[config.mk]
export PLATFORM = sky130hd
export DESIGN_NAME = axi4_lite_master_write
export DESIGN_NICKNAME = d
export VERILOG_FILES = /design/src/common/axi_lite_pkg.sv /design/src/axi_master/axi4_lite_master_write.sv
export VERILOG_INCLUDE_DIRS = /design/src /design/src/common
export SDC_FILE = /design/constraint.sdc
export NUM_CORES = 1
export LEC_CHECK = 0
export BUFFER_PORTS_ARGS = -buffer_cell sky130_fd_sc_hd__buf_4
export CORE_UTILIZATION = 42
export CTS_CLUSTER_SIZE = 12
export DETAILED_ROUTE_END_ITERATION = 16
export GPL_ROUTABILITY_DRIVEN = 0
export PLACE_DENSITY_LB_ADDON = 0.08
export SKIP_CTS_REPAIR_TIMING = 1
export SLEW_MARGIN = 10
export SYNTH_ARGS = -nofsm -noshare
export SYNTH_HDL_FRONTEND = slang
export SYNTH_SLANG_ARGS = --single-unit
[constraint.sdc]
create_clock -name clk -period 4 [get_ports clk]
set_input_delay 0.4 -clock clk [delete_from_list [all_inputs] [get_ports clk]]
set_output_delay 0.4 -clock clk [all_outputs]
set_load 0.02 [all_outputs]
[src/common/axi_lite_defs.svh]
`ifndef AXI_LITE_DEFS_SVH
`define AXI_LITE_DEFS_SVH

// ----------------------------------------------------------
// Bus widths.
// ----------------------------------------------------------

// Byte address width.
`define AXI_ADDR_WIDTH 64
// Data word width.
`define AXI_DATA_WIDTH 32

// Memory depth, log2 of the word count.
`define MEM_WORDS_LOG2 8

// AXI response codes.
`define AXI_RESP_OKAY   2'b00
`define AXI_RESP_DECERR 2'b11

`endif

[src/common/axi_lite_pkg.sv]
`default_nettype none

`include "axi_lite_defs.svh"

package axi_lite_pkg;

    // Byte address.
    typedef logic [`AXI_ADDR_WIDTH - 1:0] t_addr;

    // One data word.
    typedef logic [`AXI_DATA_WIDTH - 1:0] t_data;

    // AXI response, high bit set on any error.
    typedef logic [1:0] t_resp;

    // One strobe bit per data byte.
    typedef logic [`AXI_DATA_WIDTH / 8 - 1:0] t_strb;

endpackage

`default_nettype wire

[src/axi_master/axi4_lite_master_write.sv]
`timescale 1ns/1ps
`default_nettype none

module axi4_lite_master_write (
    input  logic                clk,
    input  logic                arstn,

    // Client side.
    input  axi_lite_pkg::t_addr i_addr,
    input  axi_lite_pkg::t_data i_data,
    input  axi_lite_pkg::t_strb i_strb,
    input  logic                i_start_write,
    output logic                o_access_fault,
    output logic                o_done,

    // AW channel.
    input  logic                AW_READY,
    output logic                AW_VALID,
    output axi_lite_pkg::t_addr AW_ADDR,

    // W channel.
    input  logic                W_READY,
    output logic                W_VALID,
    output axi_lite_pkg::t_data W_DATA,
    output axi_lite_pkg::t_strb W_STRB,

    // B channel.
    input  logic                B_VALID,
    input  axi_lite_pkg::t_resp B_RESP,
    output logic                B_READY
);

    // ----------------------------------------------------------
    // State machine.
    // ----------------------------------------------------------

    typedef enum logic [1:0] {
        IDLE      = 2'b00,
        ADDR_DATA = 2'b01,
        WAIT_RESP = 2'b10,
        RESP      = 2'b11
    } t_state;

    t_state state;

    // Phase completion flags.
    logic aw_done;
    logic w_done;

    logic aw_hs;
    logic w_hs;
    logic b_hs;

    assign aw_hs = AW_VALID & AW_READY;
    assign w_hs  = W_VALID & W_READY;
    assign b_hs  = B_VALID & B_READY;

    always_ff @(posedge clk, negedge arstn) begin
        if (!arstn) begin
            state          <= IDLE;
            AW_VALID       <= 1'b0;
            W_VALID        <= 1'b0;
            B_READY        <= 1'b0;
            aw_done        <= 1'b0;
            w_done         <= 1'b0;
            o_access_fault <= 1'b0;
        end else begin
            case (state)
                // Address and data go out together.
                IDLE: if (i_start_write) begin
                    AW_VALID <= 1'b1;
                    W_VALID  <= 1'b1;
                    aw_done  <= 1'b0;
                    w_done   <= 1'b0;
                    state    <= ADDR_DATA;
                end
                ADDR_DATA: begin
                    // Each valid drops on its own handshake.
                    if (aw_hs) begin
                        AW_VALID <= 1'b0;
                        aw_done  <= 1'b1;
                    end
                    if (w_hs) begin
                        W_VALID <= 1'b0;
                        w_done  <= 1'b1;
                    end
                    // Both phases done, in either order.
                    if ((aw_done | aw_hs) & (w_done | w_hs)) begin
                        B_READY <= 1'b1;
                        state   <= WAIT_RESP;
                    end
                end
                WAIT_RESP: if (b_hs) begin
                    B_READY        <= 1'b0;
                    o_access_fault <= B_RESP[1];
                    state          <= RESP;
                end
                default: state <= IDLE;
            endcase
        end
    end

    // Write payload, captured at the start.
    always_ff @(posedge clk) begin
        if (state == IDLE && i_start_write) begin
            AW_ADDR <= i_addr;
            W_DATA  <= i_data;
            W_STRB  <= i_strb;
        end
    end

    assign o_done = (state == RESP);

endmodule

`default_nettype wire

==> results_dict.tcl <==
set metrics [dict create \
    combinationalPowerShare 0.042 \
    clkLatencyLatePin_ps 350 \
    min_path_type "input pin to flip-flop" \
    core_area_sq_um 7850 \
    netlist_area_sq_um 3470 \
    maxSlewHeadroom 0.480 \
    io_pins 213 \
    place_area_sq_um 5200 \
    skew_ps 9.29 \
    finalNonFillerCells 476 \
    grt_pass1_vias 2084 \
    rows 32 \
    syn_area_per_cell_sq_um 23.7 \
    p_switching_uw 351 \
    post-route-min-period_ps 2290 \
    dr.pass1.iters 4 \
    port_buffers 211 \
    via_per_inst 4.55 \
    overflow 0 \
    critPathMaxStageDelay_ps 690 \
    dieArea_sq_um 8620 \
    critPathKind "flip-flop to flip-flop" \
    vdd_drop_max_mv 0.193 \
    cts_tree "built" \
    synth_fp_nets 258 \
    grt.met2_usage 0.284 \
    grt_pass1_wl_microns 10700 \
    cp_data_arrival_time_ps 2320 \
    setup_viol 0 \
    final_net_count 483 \
    grt.busiest_layer "met2" \
    place_inst 461 \
    end_kind "flip-flop" \
    p_sw_frac 0.176 \
    synth_cell_types 23 \
    setup_tns_ps 0 \
    vias 2168 \
    rsz0062_at_grt "false" \
    met1_usage 0.191 \
    p_per_area_nw_per_um2 368 \
    cap_violations 0 \
    cts_buffers 9 \
    dr.first_iter.drc_count 65 \
    synth-seq-cells 108 \
    ant_nets 0 \
    p_seq_frac 0.618 \
    grt_antenna_before_repair 0 \
    wirelength_microns 7580 \
    numClockSinks 108 \
    grt_max_degree 61 \
    dp_hpwl_microns 5740 \
    wl_per_cell_microns 15.9 \
    track_usage 0.172 \
    hold-worst-slack_ps 216 \
    layout-drive-gt1-share 0.626 \
    fmax_ghz 0.436 \
    worst_pin_slew_ps 779 \
    yosysWarnings 0 \
    htreeDepth 3 \
    drc_errors 0 \
    internal-power_mw 1.64 \
    cts.path.max_buffers 2 \
    path_clk_slew_ps 100 \
    cpMaxStageDelayCell "and2_4" \
    die_w_microns 92.9 \
    dieHeight_microns 92.9 \
    fin_crit_sh 0.574 \
    path_max_fanout 60 \
    slew_viol_final 0 \
    clockPowerShare 0.340 \
    status "finished, final reports clean" \
    use_met3 0.0665 \
    synth_cells 146 \
    antennaDiodeCount 0 \
    critical_path_required_ps 4030 \
    clock-root-buffer "clkbuf_8" \
    seq_area_frac_synth 0.924 \
    synthToLayoutAreaGrowth_pct 56.0 \
    p_leak_nw 2.25 \
    path_cells "inv_1 > ha_1 > and2_4 > buf_4" \
    cp-start-kind "flip-flop" \
    stdcell_area_sq_um 5410 \
    final_hold_viol_count 0 \
    initial_utilization 0.442 \
]
-- sequential cells by signal, indices dropped and copies added (netlist names) --
signal          cells
AW_VALID            1
state               2
W_VALID             1
aw_done             1
o_access_fault      1
W_STRB              4
w_done              1
W_DATA             32
B_READY             1
AW_ADDR            64
-- cell usage after synthesis --
master	number	area, sq um
edfxtp_1	100	3000
dfrtp_1	8	200
a21oi_1	4	20.0
ha_1	4	50.1
inv_1	4	15.0
nand2_1	4	15.0
o21ai_0	4	20.0
a21oi_2	2	17.5
a31oi_1	2	12.5
a22o_1	1	8.76
a22o_2	1	10.0
and2_1	1	6.26
mux2_2	1	11.3
mux2_4	1	15.0
mux2i_1	1	10.0
nand2_2	1	6.26
nand2b_1	1	6.26
nand3_1	1	5.00
nor2_1	1	3.75
nor2b_1	1	6.26
o21ai_2	1	8.76
o21bai_1	1	7.51
o2bb2ai_1	1	8.76
-- routing by layer --
metal,wire [microns],up-vias
met4,210,0
met2,3800,139
met3,862,17
li1,-,1015
met1,2710,997
met5,0,-
-- worst max-delay path: cells and delay by family (launching register included) --
kind | cells | cell delay, ps
simple gates | 1 | 690
buf+inv | 2 | 530
fa+ha+maj | 1 | 290
flops | 1 | 410
-- stage by stage --
step / util / power (mW) / setup WS [ps]
global route: 0.689 / 2.05 / 1530
floorplan: - / 1.26 / 482
finish: 0.689 / 1.99 / 1710
CTS: 0.688 / 2.01 / 1680
detailed placement: 0.662 / 1.34 / 1710
global placement: 0.662 / 1.34 / 1750
-- layout make-up --
type / count / area [sq um]
flip-flops and latches: 108 / 3200
fillers: 564 / 2440
repair buffers: 214 / 1610
multi-input cells: 34 / 251
well taps: 102 / 128
clock buffers: 9 / 124
clock inverters: 5 / 78.8
inverters: 4 / 15.0
-- power groups by stage --
| stage | registers, mW | logic (mW) | clock network (mW) |
|---|---|---|---|
| finish | 1.23 | 0.0828 | 0.677 |
| global route | 1.23 | 0.0894 | 0.734 |
| CTS | 1.23 | 0.0829 | 0.693 |
| detailed placement | 1.26 | 0.0829 | 0 |
| global placement | 1.26 | 0.0794 | 0 |
| floorplan | 1.26 | 0.000992 | 0 |
-- layout by cell type, fill, tap and decap left out, drive strengths merged, types with 2 or more instances in the layout --
cell	count
a21oi	6
a22o	2
a31oi	2
buf	213
bufinv	2
clkbuf	9
clkinvlp	2
dfrtp	8
edfxtp	100
ha	4
inv	4
mux2	2
nand2	5
o21ai	5
-- worst paths after layout --
kind | startpoint | endpoint | slack (ps) | depth (start not counted)
max in group asynchronous | arstn | state[1] | 3470 | 2
setup reg to reg | state[0] | W_DATA[10] | 1710 | 4
min in group asynchronous | arstn | aw_done | 400 | 2
hold / removal | i_addr[60] | AW_ADDR[60] | 220 | 1
hold reg to reg | o_access_fault | o_access_fault | 520 | 1
setup / recovery | state[0] | W_DATA[10] | 1710 | 4
-- logic make-up (layout without fill, tap and decap cells) --
| family | after synthesis | after routing | synth area share |
|---|---|---|---|
| AOI/OAI and AO/OA | 17 | 17 | 0.0328 |
| adders and majority gates | 4 | 4 | 0.0144 |
| buffers and inverters | 4 | 232 | 0.00433 |
| DFF | 108 | 108 | 0.924 |
| muxes | 3 | 3 | 0.0105 |
| and+or+nand+nor | 10 | 10 | 0.0141 |
No activity file was read; power rests on OpenSTA's default activity.
