File: config.mk
export PLATFORM = sky130hd
export DESIGN_NAME = mem_arbiter
export DESIGN_NICKNAME = d
export VERILOG_FILES = /design/src/common/axi_lite_pkg.sv /design/src/logic/mem_arbiter.sv
export VERILOG_INCLUDE_DIRS = /design/src /design/src/common
export SDC_FILE = /design/constraint.sdc
export NUM_CORES = 1
export LEC_CHECK = 0
export ABC_AREA = 1
export BUFFER_PORTS_ARGS = -buffer_cell sky130_fd_sc_hd__buf_2
export CORE_UTILIZATION = 36
export CTS_CLUSTER_DIAMETER = 200
export DETAILED_ROUTE_END_ITERATION = 10
export PLACE_DENSITY = 0.7
export SETUP_SLACK_MARGIN = 0.15
export SKIP_LAST_GASP = 1
export SYNTH_ARGS = -nofsm -noshare
export SYNTH_HDL_FRONTEND = slang
export SYNTH_SLANG_ARGS = --single-unit
File: constraint.sdc
create_clock -name clk -period 1.53 [get_ports clk]
set_input_delay 0.153 -clock clk [delete_from_list [all_inputs] [get_ports clk]]
set_output_delay 0.153 -clock clk [all_outputs]
set_load 0.05 [all_outputs]
File: src/common/axi_lite_defs.svh
`ifndef AXI_LITE_DEFS_SVH
`define AXI_LITE_DEFS_SVH

// ----------------------------------------------------------
// Bus widths.
// ----------------------------------------------------------

// Byte address width.
`define AXI_ADDR_WIDTH 64
// Data word width.
`define AXI_DATA_WIDTH 32

// Memory depth, log2 of the word count.
`define MEM_WORDS_LOG2 8

// AXI response codes.
`define AXI_RESP_OKAY   2'b00
`define AXI_RESP_DECERR 2'b11

`endif

File: src/common/axi_lite_pkg.sv
`default_nettype none

`include "axi_lite_defs.svh"

package axi_lite_pkg;

    // Byte address.
    typedef logic [`AXI_ADDR_WIDTH - 1:0] t_addr;

    // One data word.
    typedef logic [`AXI_DATA_WIDTH - 1:0] t_data;

    // AXI response, high bit set on any error.
    typedef logic [1:0] t_resp;

    // One strobe bit per data byte.
    typedef logic [`AXI_DATA_WIDTH / 8 - 1:0] t_strb;

endpackage

`default_nettype wire

File: src/logic/mem_arbiter.sv
`timescale 1ns/1ps
`default_nettype none

module mem_arbiter (
    input  logic                clk,
    input  logic                arstn,

    // Instruction fetch client.
    input  logic                i_if_req,
    input  axi_lite_pkg::t_addr i_if_addr,
    output axi_lite_pkg::t_data o_if_data,
    output logic                o_if_fault,
    output logic                o_if_done,

    // Data load client.
    input  logic                i_ld_req,
    input  axi_lite_pkg::t_addr i_ld_addr,
    output axi_lite_pkg::t_data o_ld_data,
    output logic                o_ld_fault,
    output logic                o_ld_done,

    // Read master side.
    output logic                o_start_read,
    output axi_lite_pkg::t_addr o_addr,
    input  axi_lite_pkg::t_data i_rd_data,
    input  logic                i_rd_fault,
    input  logic                i_rd_done
);

    typedef enum logic {
        IDLE = 1'b0,
        BUSY = 1'b1
    } t_state;

    t_state state;

    // Pending requests and their addresses.
    logic                pend_if;
    logic                pend_ld;
    axi_lite_pkg::t_addr if_addr_q;
    axi_lite_pkg::t_addr ld_addr_q;

    // Owner of the current or last transaction, set means data port.
    logic                last_ld;
    logic                pick_ld;

    // Held results per client.
    axi_lite_pkg::t_data if_data_q;
    axi_lite_pkg::t_data ld_data_q;
    logic                if_fault_q;
    logic                ld_fault_q;

    // ----------------------------------------------------------
    // Grant.
    // ----------------------------------------------------------

    // Data port wins only alone or when fetch went last.
    assign pick_ld      = pend_ld & (~pend_if | ~last_ld);
    assign o_start_read = (state == IDLE) & (pend_if | pend_ld);
    assign o_addr       = pick_ld ? ld_addr_q : if_addr_q;

    always_ff @(posedge clk, negedge arstn) begin
        if (!arstn) begin
            state      <= IDLE;
            pend_if    <= 1'b0;
            pend_ld    <= 1'b0;
            // Fetch port goes first after reset.
            last_ld    <= 1'b1;
            if_fault_q <= 1'b0;
            ld_fault_q <= 1'b0;
        end else begin
            if (i_if_req) pend_if <= 1'b1;
            if (i_ld_req) pend_ld <= 1'b1;
            case (state)
                IDLE: if (o_start_read) begin
                    last_ld <= pick_ld;
                    state   <= BUSY;
                end
                BUSY: if (i_rd_done) begin
                    state <= IDLE;
                    if (last_ld) begin
                        pend_ld    <= 1'b0;
                        ld_fault_q <= i_rd_fault;
                    end else begin
                        pend_if    <= 1'b0;
                        if_fault_q <= i_rd_fault;
                    end
                end
                default: state <= IDLE;
            endcase
        end
    end

    // Addresses on the strobe, results on done.
    always_ff @(posedge clk) begin
        if (i_if_req) if_addr_q <= i_if_addr;
        if (i_ld_req) ld_addr_q <= i_ld_addr;
        if (o_if_done) if_data_q <= i_rd_data;
        if (o_ld_done) ld_data_q <= i_rd_data;
    end

    // ----------------------------------------------------------
    // Client results.
    // ----------------------------------------------------------

    assign o_if_done = (state == BUSY) & i_rd_done & ~last_ld;
    assign o_ld_done = (state == BUSY) & i_rd_done & last_ld;

    // Pass through on done, held copy afterwards.
    assign o_if_data  = o_if_done ? i_rd_data : if_data_q;
    assign o_if_fault = o_if_done ? i_rd_fault : if_fault_q;
    assign o_ld_data  = o_ld_done ? i_rd_data : ld_data_q;
    assign o_ld_fault = o_ld_done ? i_rd_fault : ld_fault_q;

endmodule

`default_nettype wire

==> results.json <==
{
  "drive_gt1_share_pct": 54.6,
  "synth-seq-cells": 198,
  "synthArstFlopShare_pct": 3.03,
  "via_per_inst": 5.03,
  "synth_fp_nets": 807,
  "avgSynthCellArea_um2": 11.1,
  "n_fill_cell": 1022,
  "clock_path_buffers": 2,
  "run_status": "complete, but fails checks",
  "synthTopCellsByCount": "331 x nand2_1, 128 x edfxtp_1, 66 x nand3_1",
  "setup_ws_ps": -447,
  "grt_use_total_pct": 25.2,
  "rsz0062_at_grt": "true",
  "setup_violations": 133,
  "ys_types": 17,
  "die_y_um": 142,
  "synthMostInstantiatedCell": "nand2_1",
  "grt_pass1_vias": 7075,
  "numCtsBuffers": 17,
  "grt_start_max_net_pins": 66,
  "firstDrtPassIters": 4,
  "port_buffers": 298,
  "post-route-util_pct": 75.9,
  "grt_first_pass_wirelength_um": 37900,
  "slew_headroom_pct": 72.5,
  "io_pins": 299,
  "core_um2": 19000,
  "start_kind": "flip-flop",
  "synth_top_area_share_pct": 54.3,
  "slowest_delay_ps": 610,
  "ys.flop_type": "edfxtp_1",
  "hp-class": "in2async",
  "cts_max_level": 4,
  "synth_area_leader_cell": "edfxtp_1",
  "dieArea_um2": 20200,
  "synth_area_leaders": "edfxtp_1 54%, dfxtp_1 18%, nand2_1 18%",
  "routed_wl_um": 31300,
  "start_util_pct": 37.2,
  "violations": "setup timing",
  "worstSetupEndpointType": "output pin",
  "cts.clk_slew.worst_paths_ps": 80,
  "path_cells": "inv_2, nand3_4, buf_12, buf_16, nand2_2, nand2_4, buf_8",
  "area_growth_pct": 104,
  "syn-cell-area_um2": 7080,
  "cts_tree": "done",
  "gp_congestion": 0.739,
  "clk_latency_ps": 430,
  "p_leak_nw": 6.45,
  "synth_edf_count": 128,
  "synth_warnings": 0,
  "antenna_found_initial": 2,
  "cap_viol_max_count": 0,
  "finalHoldViolCount": 0,
  "critical_path_arrival_ps": 1820,
  "cp_slowest_cell": "dfstp_2",
  "fmax_mhz": 506,
  "root_buffer": "clkbuf_16",
  "post-route-period-util_pct": 129,
  "worstPathRequired_ps": 1380,
  "tightest_slew_ps": 412,
  "powerDensity_nw_per_um2": 2470,
  "finalCriticalPeriod_ps": 1980,
  "dpl.hpwl_um": 13500,
  "crit_fanout": 8,
  "dp_slack_ps": -44.3,
  "place_inst": 1194,
  "ys_seq_area_share_pct": 74.5,
  "row_count": 50,
  "vias": 7162,
  "ant_nets": 0,
  "grt_overflow_total": 0,
  "cts.sinks": 198,
  "nets": 1316,
  "routedWlPerCell_um": 22.0,
  "drc_errors": 0,
  "drt_iter0_drc": 377,
  "max-vdd-ir-drop_mv": 1.89,
  "die_x_um": 142,
  "instances_no_fill": 1424,
  "skew_ps": 14.1,
  "slew_viol_final": 0,
  "criticalPathCategory": "reg2out",
  "regToRegSetupSlack_ps": 60,
  "syn-instance-count": 641
}
-- sequential cells by signal (all words and copies together) (netlist names) --
name / count
state: 1
ld_addr_q: 64
ld_data_q: 32
last_ld: 1
if_data_q: 32
pend_if: 1
if_addr_q: 64
pend_ld: 1
ld_fault_q: 1
if_fault_q: 1
-- cell usage in the layout, fill, tap and decap left out --
cell | netlist | final
clkinv_4 | 0 | 6
nand2_8 | 0 | 1
nand3_1 | 66 | 8
edfxtp_1 | 128 | 128
o21ai_0 | 3 | 2
bufbuf_16 | 0 | 2
buf_12 | 0 | 18
dfrtp_2 | 0 | 2
clkinvlp_4 | 0 | 1
dlygate4sd3_1 | 0 | 163
inv_6 | 0 | 1
dfstp_2 | 1 | 1
buf_16 | 0 | 5
nor2_4 | 0 | 1
buf_2 | 20 | 165
nand3_4 | 0 | 9
buf_8 | 0 | 61
buf_4 | 6 | 25
diode_2 | 0 | 2
nand3_2 | 1 | 50
buf_6 | 0 | 77
clkbuf_16 | 0 | 24
inv_1 | 4 | 2
nand2_4 | 0 | 126
inv_2 | 0 | 2
nand2_2 | 1 | 52
dfxtp_1 | 64 | 64
nand2_1 | 331 | 153
dfrtp_1 | 5 | 3
clkinv_1 | 1 | 2
o21ai_4 | 0 | 1
inv_8 | 0 | 5
nor2_1 | 2 | 2
-- kinds of logic (layout without fill, tap and decap cells) --
kind of cell           Yosys count  count (layout)  synth area share [%]
other                            0               2                     0
and+or+nand+nor                402             402                  22.6
AOI/OAI and AO/OA                3               3                 0.212
buffers and inverters           38             559                  2.68
DFF                            198             198                  74.5
-- per-stage QoR --
step / hold slack [ps] / setup TNS, ps / total power, mW / area [um2]
floorplan: -143 / 0 / 19.8 / 7830
global placement: 5.09 / -288 / 23.4 / 9840
detailed placement: 11.2 / -540 / 23.5 / 9840
CTS: 138 / -50400 / 30.8 / 12900
global route: 139 / -61220 / 36.8 / 14400
finish: 150 / -51380 / 35.7 / 14400
-- worst max-delay path, delay by kind of cell, from the launching register on --
kind          cells  cell delay (ps)
flops             1              610
buf+inv           4              480
simple gates      3              310
-- layer usage --
| layer | GRT usage [%] | vias up | share of wire [%] |
|---|---|---|---|
| met5 | 0 | - | 0 |
| met4 | 9.79 | 0 | 4.1 |
| met3 | 7.17 | 91 | 9.3 |
| met2 | 45.9 | 445 | 51 |
| met1 | 27.7 | 3484 | 35 |
| li1 | - | 3142 | - |
-- where the power goes --
group          internal, mW  switching, mW
Combinational          9.05           14.9
Sequential             6.92          0.573
Clock                  2.13           2.15
Total                  18.1           17.6
-- worst paths after layout --
kind | startpoint | cells past startpoint | end
setup / recovery | last_ld | 7 | o_if_data[9]
max in group asynchronous | arstn | 2 | last_ld
min in group clk | i_ld_req | 1 | ld_addr_q[34]
hold reg to reg | if_data_q[4] | 2 | if_data_q[4]
setup reg to reg | last_ld | 7 | if_data_q[12]
hold / removal | arstn | 2 | pend_ld
-- what timing repair did --
| item | in CTS | in global routing |
|---|---|---|
| cloned | 7 | 10 |
| setup endpoints to repair | 133 | 133 |
| gates resized for setup | 210 | 306 |
| hold endpoints to repair | 193 | 0 |
| setup buffers | 1 | 16 |
| hold buffers | 163 | 0 |
| pin swaps | 2 | 25 |
-- cell type report --
class                           instances  area (um2)  area share [%]
Antenna cell                            2        5.00          0.0347
Inverter                                5        26.3           0.182
Tap cell                              260         325            2.25
Clock buffer                           17         425            2.95
Timing Repair Buffer                  523        5170            35.8
Sequential cell                       198        5280            36.6
Clock inverter                         14         121           0.841
Multi-Input combinational cell        405        3080            21.4
(Power assumes the default switching activity.)
