[src/common/axi_lite_defs.svh]
`ifndef AXI_LITE_DEFS_SVH
`define AXI_LITE_DEFS_SVH

// ----------------------------------------------------------
// Bus widths.
// ----------------------------------------------------------

// Byte address width.
`define AXI_ADDR_WIDTH 64
// Data word width.
`define AXI_DATA_WIDTH 32

// Memory depth, log2 of the word count.
`define MEM_WORDS_LOG2 8

// AXI response codes.
`define AXI_RESP_OKAY   2'b00
`define AXI_RESP_DECERR 2'b11

`endif

[src/common/axi_lite_pkg.sv]
`default_nettype none

`include "axi_lite_defs.svh"

package axi_lite_pkg;

    // Byte address.
    typedef logic [`AXI_ADDR_WIDTH - 1:0] t_addr;

    // One data word.
    typedef logic [`AXI_DATA_WIDTH - 1:0] t_data;

    // AXI response, high bit set on any error.
    typedef logic [1:0] t_resp;

    // One strobe bit per data byte.
    typedef logic [`AXI_DATA_WIDTH / 8 - 1:0] t_strb;

endpackage

`default_nettype wire

[src/axi_master/axi4_lite_master_read.sv]
`timescale 1ns/1ps
`default_nettype none

module axi4_lite_master_read (
    input  logic                clk,
    input  logic                arstn,

    // Client side.
    input  axi_lite_pkg::t_addr i_addr,
    input  logic                i_start_read,
    output axi_lite_pkg::t_data o_data,
    output logic                o_access_fault,
    output logic                o_done,

    // AR channel.
    input  logic                AR_READY,
    output logic                AR_VALID,
    output axi_lite_pkg::t_addr AR_ADDR,

    // R channel.
    input  axi_lite_pkg::t_data R_DATA,
    input  axi_lite_pkg::t_resp R_RESP,
    input  logic                R_VALID,
    output logic                R_READY
);

    // ----------------------------------------------------------
    // State machine.
    // ----------------------------------------------------------

    typedef enum logic [1:0] {
        IDLE    = 2'b00,
        AR_READ = 2'b01,
        READ    = 2'b10,
        RESP    = 2'b11
    } t_state;

    t_state state;

    logic ar_hs;
    logic r_hs;

    assign ar_hs = AR_VALID & AR_READY;
    assign r_hs  = R_VALID & R_READY;

    // Control flow and handshake outputs.
    always_ff @(posedge clk, negedge arstn) begin
        if (!arstn) begin
            state          <= IDLE;
            AR_VALID       <= 1'b0;
            R_READY        <= 1'b0;
            o_access_fault <= 1'b0;
        end else begin
            case (state)
                IDLE: if (i_start_read) begin
                    AR_VALID <= 1'b1;
                    state    <= AR_READ;
                end
                // Hold the address until the slave takes it.
                AR_READ: if (ar_hs) begin
                    AR_VALID <= 1'b0;
                    R_READY  <= 1'b1;
                    state    <= READ;
                end
                READ: if (r_hs) begin
                    R_READY        <= 1'b0;
                    // SLVERR and DECERR both have the high bit.
                    o_access_fault <= R_RESP[1];
                    state          <= RESP;
                end
                default: state <= IDLE;
            endcase
        end
    end

    // Address and read data.
    always_ff @(posedge clk) begin
        if (state == IDLE && i_start_read) begin
            AR_ADDR <= i_addr;
        end
        if (state == READ && r_hs) begin
            o_data <= R_DATA;
        end
    end

    // One-cycle done in RESP.
    assign o_done = (state == RESP);

endmodule

`default_nettype wire

[config.mk]
export PLATFORM = sky130hd
export DESIGN_NAME = axi4_lite_master_read
export DESIGN_NICKNAME = d
export VERILOG_FILES = /design/src/common/axi_lite_pkg.sv /design/src/axi_master/axi4_lite_master_read.sv
export VERILOG_INCLUDE_DIRS = /design/src /design/src/common
export SDC_FILE = /design/constraint.sdc
export NUM_CORES = 1
export LEC_CHECK = 0
export ABC_AREA = 1
export BUFFER_PORTS_ARGS = -buffer_cell sky130_fd_sc_hd__buf_2
export CAP_MARGIN = 20
export CORE_UTILIZATION = 42
export DETAILED_ROUTE_END_ITERATION = 12
export PLACE_DENSITY = 0.81
export SYNTH_ARGS = -nofsm -noshare
export SYNTH_HDL_FRONTEND = slang
export SYNTH_SLANG_ARGS = --single-unit
[constraint.sdc]
create_clock -name clk -period 3.15 [get_ports clk]
set_clock_uncertainty 0.05 [all_clocks]
set_input_delay 0.315 -clock clk [delete_from_list [all_inputs] [get_ports clk]]
set_output_delay 0.315 -clock clk [all_outputs]
set_load 0.01 [all_outputs]
==> results of run 1 <==
final cells by class:
type	count	area, µm²
Clock buffer	9	124
Clock inverter	7	72.6
Fill cell	581	2750
Inverter	8	30.0
Multi-Input combinational cell	37	220
Sequential cell	101	3010
Tap cell	99	124
Timing Repair Buffer	204	1040
cells in the mapped netlist:
| master | number | share of area [%] |
|---|---|---|
| dfrtp_1 | 5 | 3.8 |
| edfxtp_1 | 96 | 88 |
| ha_1 | 6 | 2.3 |
| inv_1 | 7 | 0.81 |
| inv_2 | 1 | 0.12 |
| nand2_1 | 22 | 2.5 |
| nand2_2 | 1 | 0.19 |
| nand2_4 | 1 | 0.35 |
| nand3_1 | 3 | 0.46 |
| nand3_2 | 1 | 0.31 |
| nand3b_1 | 1 | 0.23 |
| nand4_1 | 2 | 0.38 |
metrics by stage:
step                cell area [µm²]  power, mW
finish                         4620       3.39
global placement               4420       2.59
CTS                            4620       3.43
floorplan                      3260       2.28
global route                   4620       3.57
detailed placement             4420       2.63
flip-flops by register name (all words and copies together) (netlist names):
register / cells
o_access_fault: 1
AR_ADDR: 64
state: 2
R_READY: 1
o_data: 32
AR_VALID: 1
routing by layer:
| metal | share of wire, % | vias to the layer above | global-route usage, % |
|---|---|---|---|
| met1 | 35 | 963 | 18.2 |
| met2 | 54 | 130 | 32.6 |
| met4 | 1.4 | 0 | 7.26 |
| met3 | 9.0 | 9 | 6.09 |
| met5 | 0 | - | 0 |
| li1 | - | 974 | - |
power groups by stage:
stage	Combinational (mW)	Sequential (mW)	Clock [mW]
2_1_floorplan	0.282	2.00	0
5_1_grt	0.831	1.87	0.870
3_5_place_dp	0.756	1.88	0
6_report	0.748	1.84	0.799
4_1_cts	0.759	1.85	0.821
3_3_place_gp	0.731	1.86	0
placed cells by master, fill, tap and decap left out, drive strengths merged:
| cell type | instances |
|---|---|
| clkinv | 3 |
| nand3b | 1 |
| dlygate4sd3 | 1 |
| clkinvlp | 1 |
| buf | 203 |
| bufinv | 1 |
| inv | 10 |
| nand4 | 2 |
| clkbuf | 9 |
| nand3 | 4 |
| dfrtp | 5 |
| ha | 6 |
| edfxtp | 96 |
| nand2 | 24 |
worst register-to-register path, delay by kind of cell, from the launching register on:
kind	cells	cell delay (ns)
adder cells (fa/ha/maj)	1	0.25
buffers and inverters	3	0.74
flip-flops	1	0.42
AND/OR/NAND/NOR	1	0.09
cell families (layout without fill, tap and decap cells):
| logic type | Yosys count | after routing |
|---|---|---|
| adder cells (fa/ha/maj) | 6 | 6 |
| buffers and inverters | 8 | 228 |
| flip-flops | 101 | 101 |
| AND/OR/NAND/NOR | 31 | 31 |
what timing repair did:
action	4_1_cts	5_1_grt
setup buffers	0	0
endpoints found under the hold margin	5	0
hold buffers	1	0
worst paths after layout:
kind | startpoint | to | depth (start not counted)
worst max-delay path | state[0] | AR_ADDR[50] | 5
worst min-delay path | i_addr[58] | AR_ADDR[58] | 1
worst max register to register | state[0] | AR_ADDR[50] | 5
worst min register to register | o_access_fault | o_access_fault | 2
max in group asynchronous | arstn | R_READY | 2
min in group asynchronous | arstn | state[1] | 2
==> results.cfg, run 1 <==
[detailed_routing]
drt_iter0_markers = 61
wl_um = 7020
drtPass1Iterations = 4
vias = 2076
vias_per_cell = 4.46
drtAntennaViolNets = 0
post-route-drc-count = 0
wl_per_cell_um = 15.1

[floorplan]
start_util_pct = 44.2
die_h_um = 90.1
std_cell_rows = 31
die_x_um = 90.1
fp.coreArea_um2 = 7370
die-area_um2 = 8110
top_level_ports = 203

[timing]
slew-limit-headroom_pct = 74.1
drv_slew = 0
finalCritPeriodShare_pct = 59.7
fin_crit_ns = 1.88
worst_pin_slew_ns = 0.388
finalWorstSetupSlack_ns = 1.27
setup_viol = 0
holdWs_ns = 0.0799
final_hold_viol_count = 0
rsz0062_at_grt = no
tns_ns = 0
fmax_mhz = 532

[cells_and_area]
layout.nets = 470
fin_cells = 465
area_growth_pct = 41.9
drive_gt1_share_pct = 60.9
diodes = 0
fin_util_pct = 62.7

[clocking]
clock_sinks = 101
path_clk_slew_ns = 0.10
post_cts_resized = 0
cts_tree = built
clockBufferDepth = 2
clk_latency_ns = 0.34
numCtsBuffers = 9
cts_root_buffer = clkbuf_8
htreeDepth = 3

[worst_setup_path]
crit_path_top_delay_cell = dfrtp_1
required_ns = 3.13
crit_buf_inv = 3
arrival_ns = 1.86
worst_setup_path_start_kind = flip-flop
path_cells = inv_1 > ha_1 > nand2_1 > inv_2 > buf_12
crit_family = buffers and inverters
timing_worst_setup_path_type = reg2reg
cp_max_fo = 50
critPathMaxStageDelay_ns = 0.42
regToRegSetupSlack_ns = 1.27
cp-end-kind = flip-flop

[power_and_ir_drop]
irDropWorstVdd_v = 0.000361
leakagePower_nw = 2.03
power_switching_mw = 0.970
p_per_area_nw_per_um2 = 734
p_comb_share_pct = 22.1
seq_power_share_pct = 54.4
p_clk_share_pct = 23.6
swShare_pct = 28.6
p_int_mw = 2.42

[grt]
track_usage_pct = 17.7
grt_pass1_wl_um = 10500
grt_overflow_total = 0
antenna_found_initial = 0
grt_pass1_vias = 2093
grt_max_degree = 51

[place]
io_buffer_count = 201
dp_cells = 448
routabilityCongestion = 0.721
post-place-ws_ns = 1.26
dp_hpwl_um = 5450

[yosys]
synth.area.mux_share_pct = 0
ys_ff_latch = 101
syn_inst = 146
synth_nets = 255
synth_top_family_by_area = simple AND/OR/NAND/NOR gates
yosysSeqAreaShare_pct = 92.3
syn_area_um2 = 3260
synth_fa_ha_area_share_pct = 2.30
ys_warn_count = 0
synth_compound_area_share_pct = 0
synth-xor-area-share_pct = 0
synthSimpleGateAreaFrac_pct = 4.45
avgSynthCellArea_um2 = 22.3
synth_cell_types = 12

[flow_run]
drv_cap = 0

[min_path]
worstHoldPathType = in2reg

[run_status]
status = finished, final reports clean
Power figures use the tool's default switching activity.
==> run 2: changes to the inputs <==
- CORE_UTILIZATION: 42 -> 38
- PLACE_DENSITY: 0.81 -> 0.77
- clock period: 3.15 -> 1.7 ns (I/O delays scaled with it)
==> run 2 against run 1 <==
Against the previous run: die area grew 10%; hold slack gained 0.033 ns; largest power group unchanged; total power grew 96%; non-clock buffer count grew 99; wire length grew 25%; cell count grew 23%; worst setup slack lost 1.1 ns; highest routed layer unchanged; flip-flop and latch count is the same; sequential power grew 86%; final area grew 22%; clock power grew 94%.
==> results.cfg, run 2 (synthesis results as in run 1) <==
[clocking]
clockBufferDepth = 2
ctsHoldBuffers = 98
clk_latency_ns = 0.35
cts_tree = built
htreeDepth = 3
clock_sinks = 101
cts_root_buffer = clkbuf_8
path_clk_slew_ns = 0.10
post_cts_resized = 0
postCtsSetupRepairBufs = 0
numCtsBuffers = 9

[worst_setup_path]
cp-end-kind = flip-flop
cp_max_fo = 49
worst_setup_path_start_kind = flip-flop
timing_worst_setup_path_type = reg2reg
required_ns = 1.69
arrival_ns = 1.52

[timing]
fin_crit_ns = 1.54
setup_viol = 0
rsz0062_at_grt = no
holdWs_ns = 0.113
slew-limit-headroom_pct = 82.6
final_hold_viol_count = 0
worst_pin_slew_ns = 0.261
drv_slew = 0
finalWorstSetupSlack_ns = 0.163
fmax_mhz = 650
finalCritPeriodShare_pct = 90.4

[min_path]
worstHoldPathType = in2async

[floorplan]
top_level_ports = 203
fp.coreArea_um2 = 8260
die-area_um2 = 8950
start_util_pct = 39.5
die_x_um = 94.6
std_cell_rows = 33
die_h_um = 94.6

[power_and_ir_drop]
leakagePower_nw = 2.44
irDropWorstVdd_v = 0.000713
power.total_mw = 6.65
p_per_area_nw_per_um2 = 1180

[cells_and_area]
drive_gt1_share_pct = 49.5
num-fill-cells = 557
diodes = 0
regMostFlops = AR_ADDR
layout_common_cells = buf_2, dlygate4sd3_1, edfxtp_1, nand2_1, clkbuf_8
fin_util_pct = 68.5
area_growth_pct = 73.7
layout_commonest_cell = buf_2
reg_top3 = AR_ADDR x64, o_data x32, state x2
layout.nets = 569
largest_register_ffs = 64

[detailed_routing]
vias = 2483
drtPass1Iterations = 5
wl_um = 8800
drt_iter0_markers = 52
drtAntennaViolNets = 0
vias_per_cell = 4.36
post-route-drc-count = 0
wl_per_cell_um = 15.4

[grt]
grt_pass1_wl_um = 12700
grt_pass1_vias = 2647
grt_max_degree = 50
grt_overflow_total = 0
antenna_found_initial = 0
track_usage_pct = 19.6

[place]
post-place-ws_ns = 0.172
io_buffer_count = 201
routabilityCongestion = 0.759
dp_hpwl_um = 5360

[run_status]
status = finished, final reports clean

[flow_run]
drv_cap = 0
[run 2: report_power, final]
part	internal (mW)	switching (mW)	total (mW)
logic	0.734	0.943	1.68
registers	3.27	0.158	3.43
clock network	0.707	0.839	1.55
[run 2: worst paths after layout]
path,start,slack (ns),end,depth (start not counted)
min,arstn,0.11,AR_VALID,2
max,state[1],0.16,AR_ADDR[50],5
min reg2reg,o_access_fault,0.45,o_access_fault,2
max reg2reg,state[1],0.16,AR_ADDR[50],5
max in group asynchronous,arstn,1.34,R_READY,2
min in group clk,R_VALID,0.14,o_access_fault,4
[run 2: metal layers]
| metal | global-route usage (%) | vias up | wire [µm] |
|---|---|---|---|
| li1 | - | 1174 | - |
| met1 | 19.8 | 1151 | 3190 |
| met2 | 37.2 | 141 | 4620 |
| met3 | 6.92 | 17 | 818 |
| met4 | 6.31 | 0 | 166 |
| met5 | 0 | - | 0 |
[run 2: layout make-up]
type                       instances  area [µm²]  area share [%]
clock buffer                      11         131            2.32
clock inverter                     5        67.6            1.19
inverter                           8        37.5           0.663
multi-input combinational         37         240            4.25
sequential                       101        3010            53.2
tap                              105         131            2.32
timing repair buffer             303        2040            36.1
[run 2: worst max-delay path, cell delays in order (launching register included)]
cell,delay (ns)
dfrtp_1,0.45
inv_2,0.12
ha_4,0.16
nand2_2,0.06
clkinvlp_4,0.10
buf_12,0.25
[run 2: metrics by stage]
| stage | cells | TNS, ns | area [µm²] |
|---|---|---|---|
| 6_report | 570 | 0 | 5660 |
| 5_1_grt | 570 | 0 | 5660 |
| 4_1_cts | 570 | 0 | 5660 |
| 3_5_place_dp | 456 | 0 | 4480 |
| 3_3_place_gp | 456 | 0 | 4480 |
| 2_1_floorplan | 146 | -22.76 | 3290 |
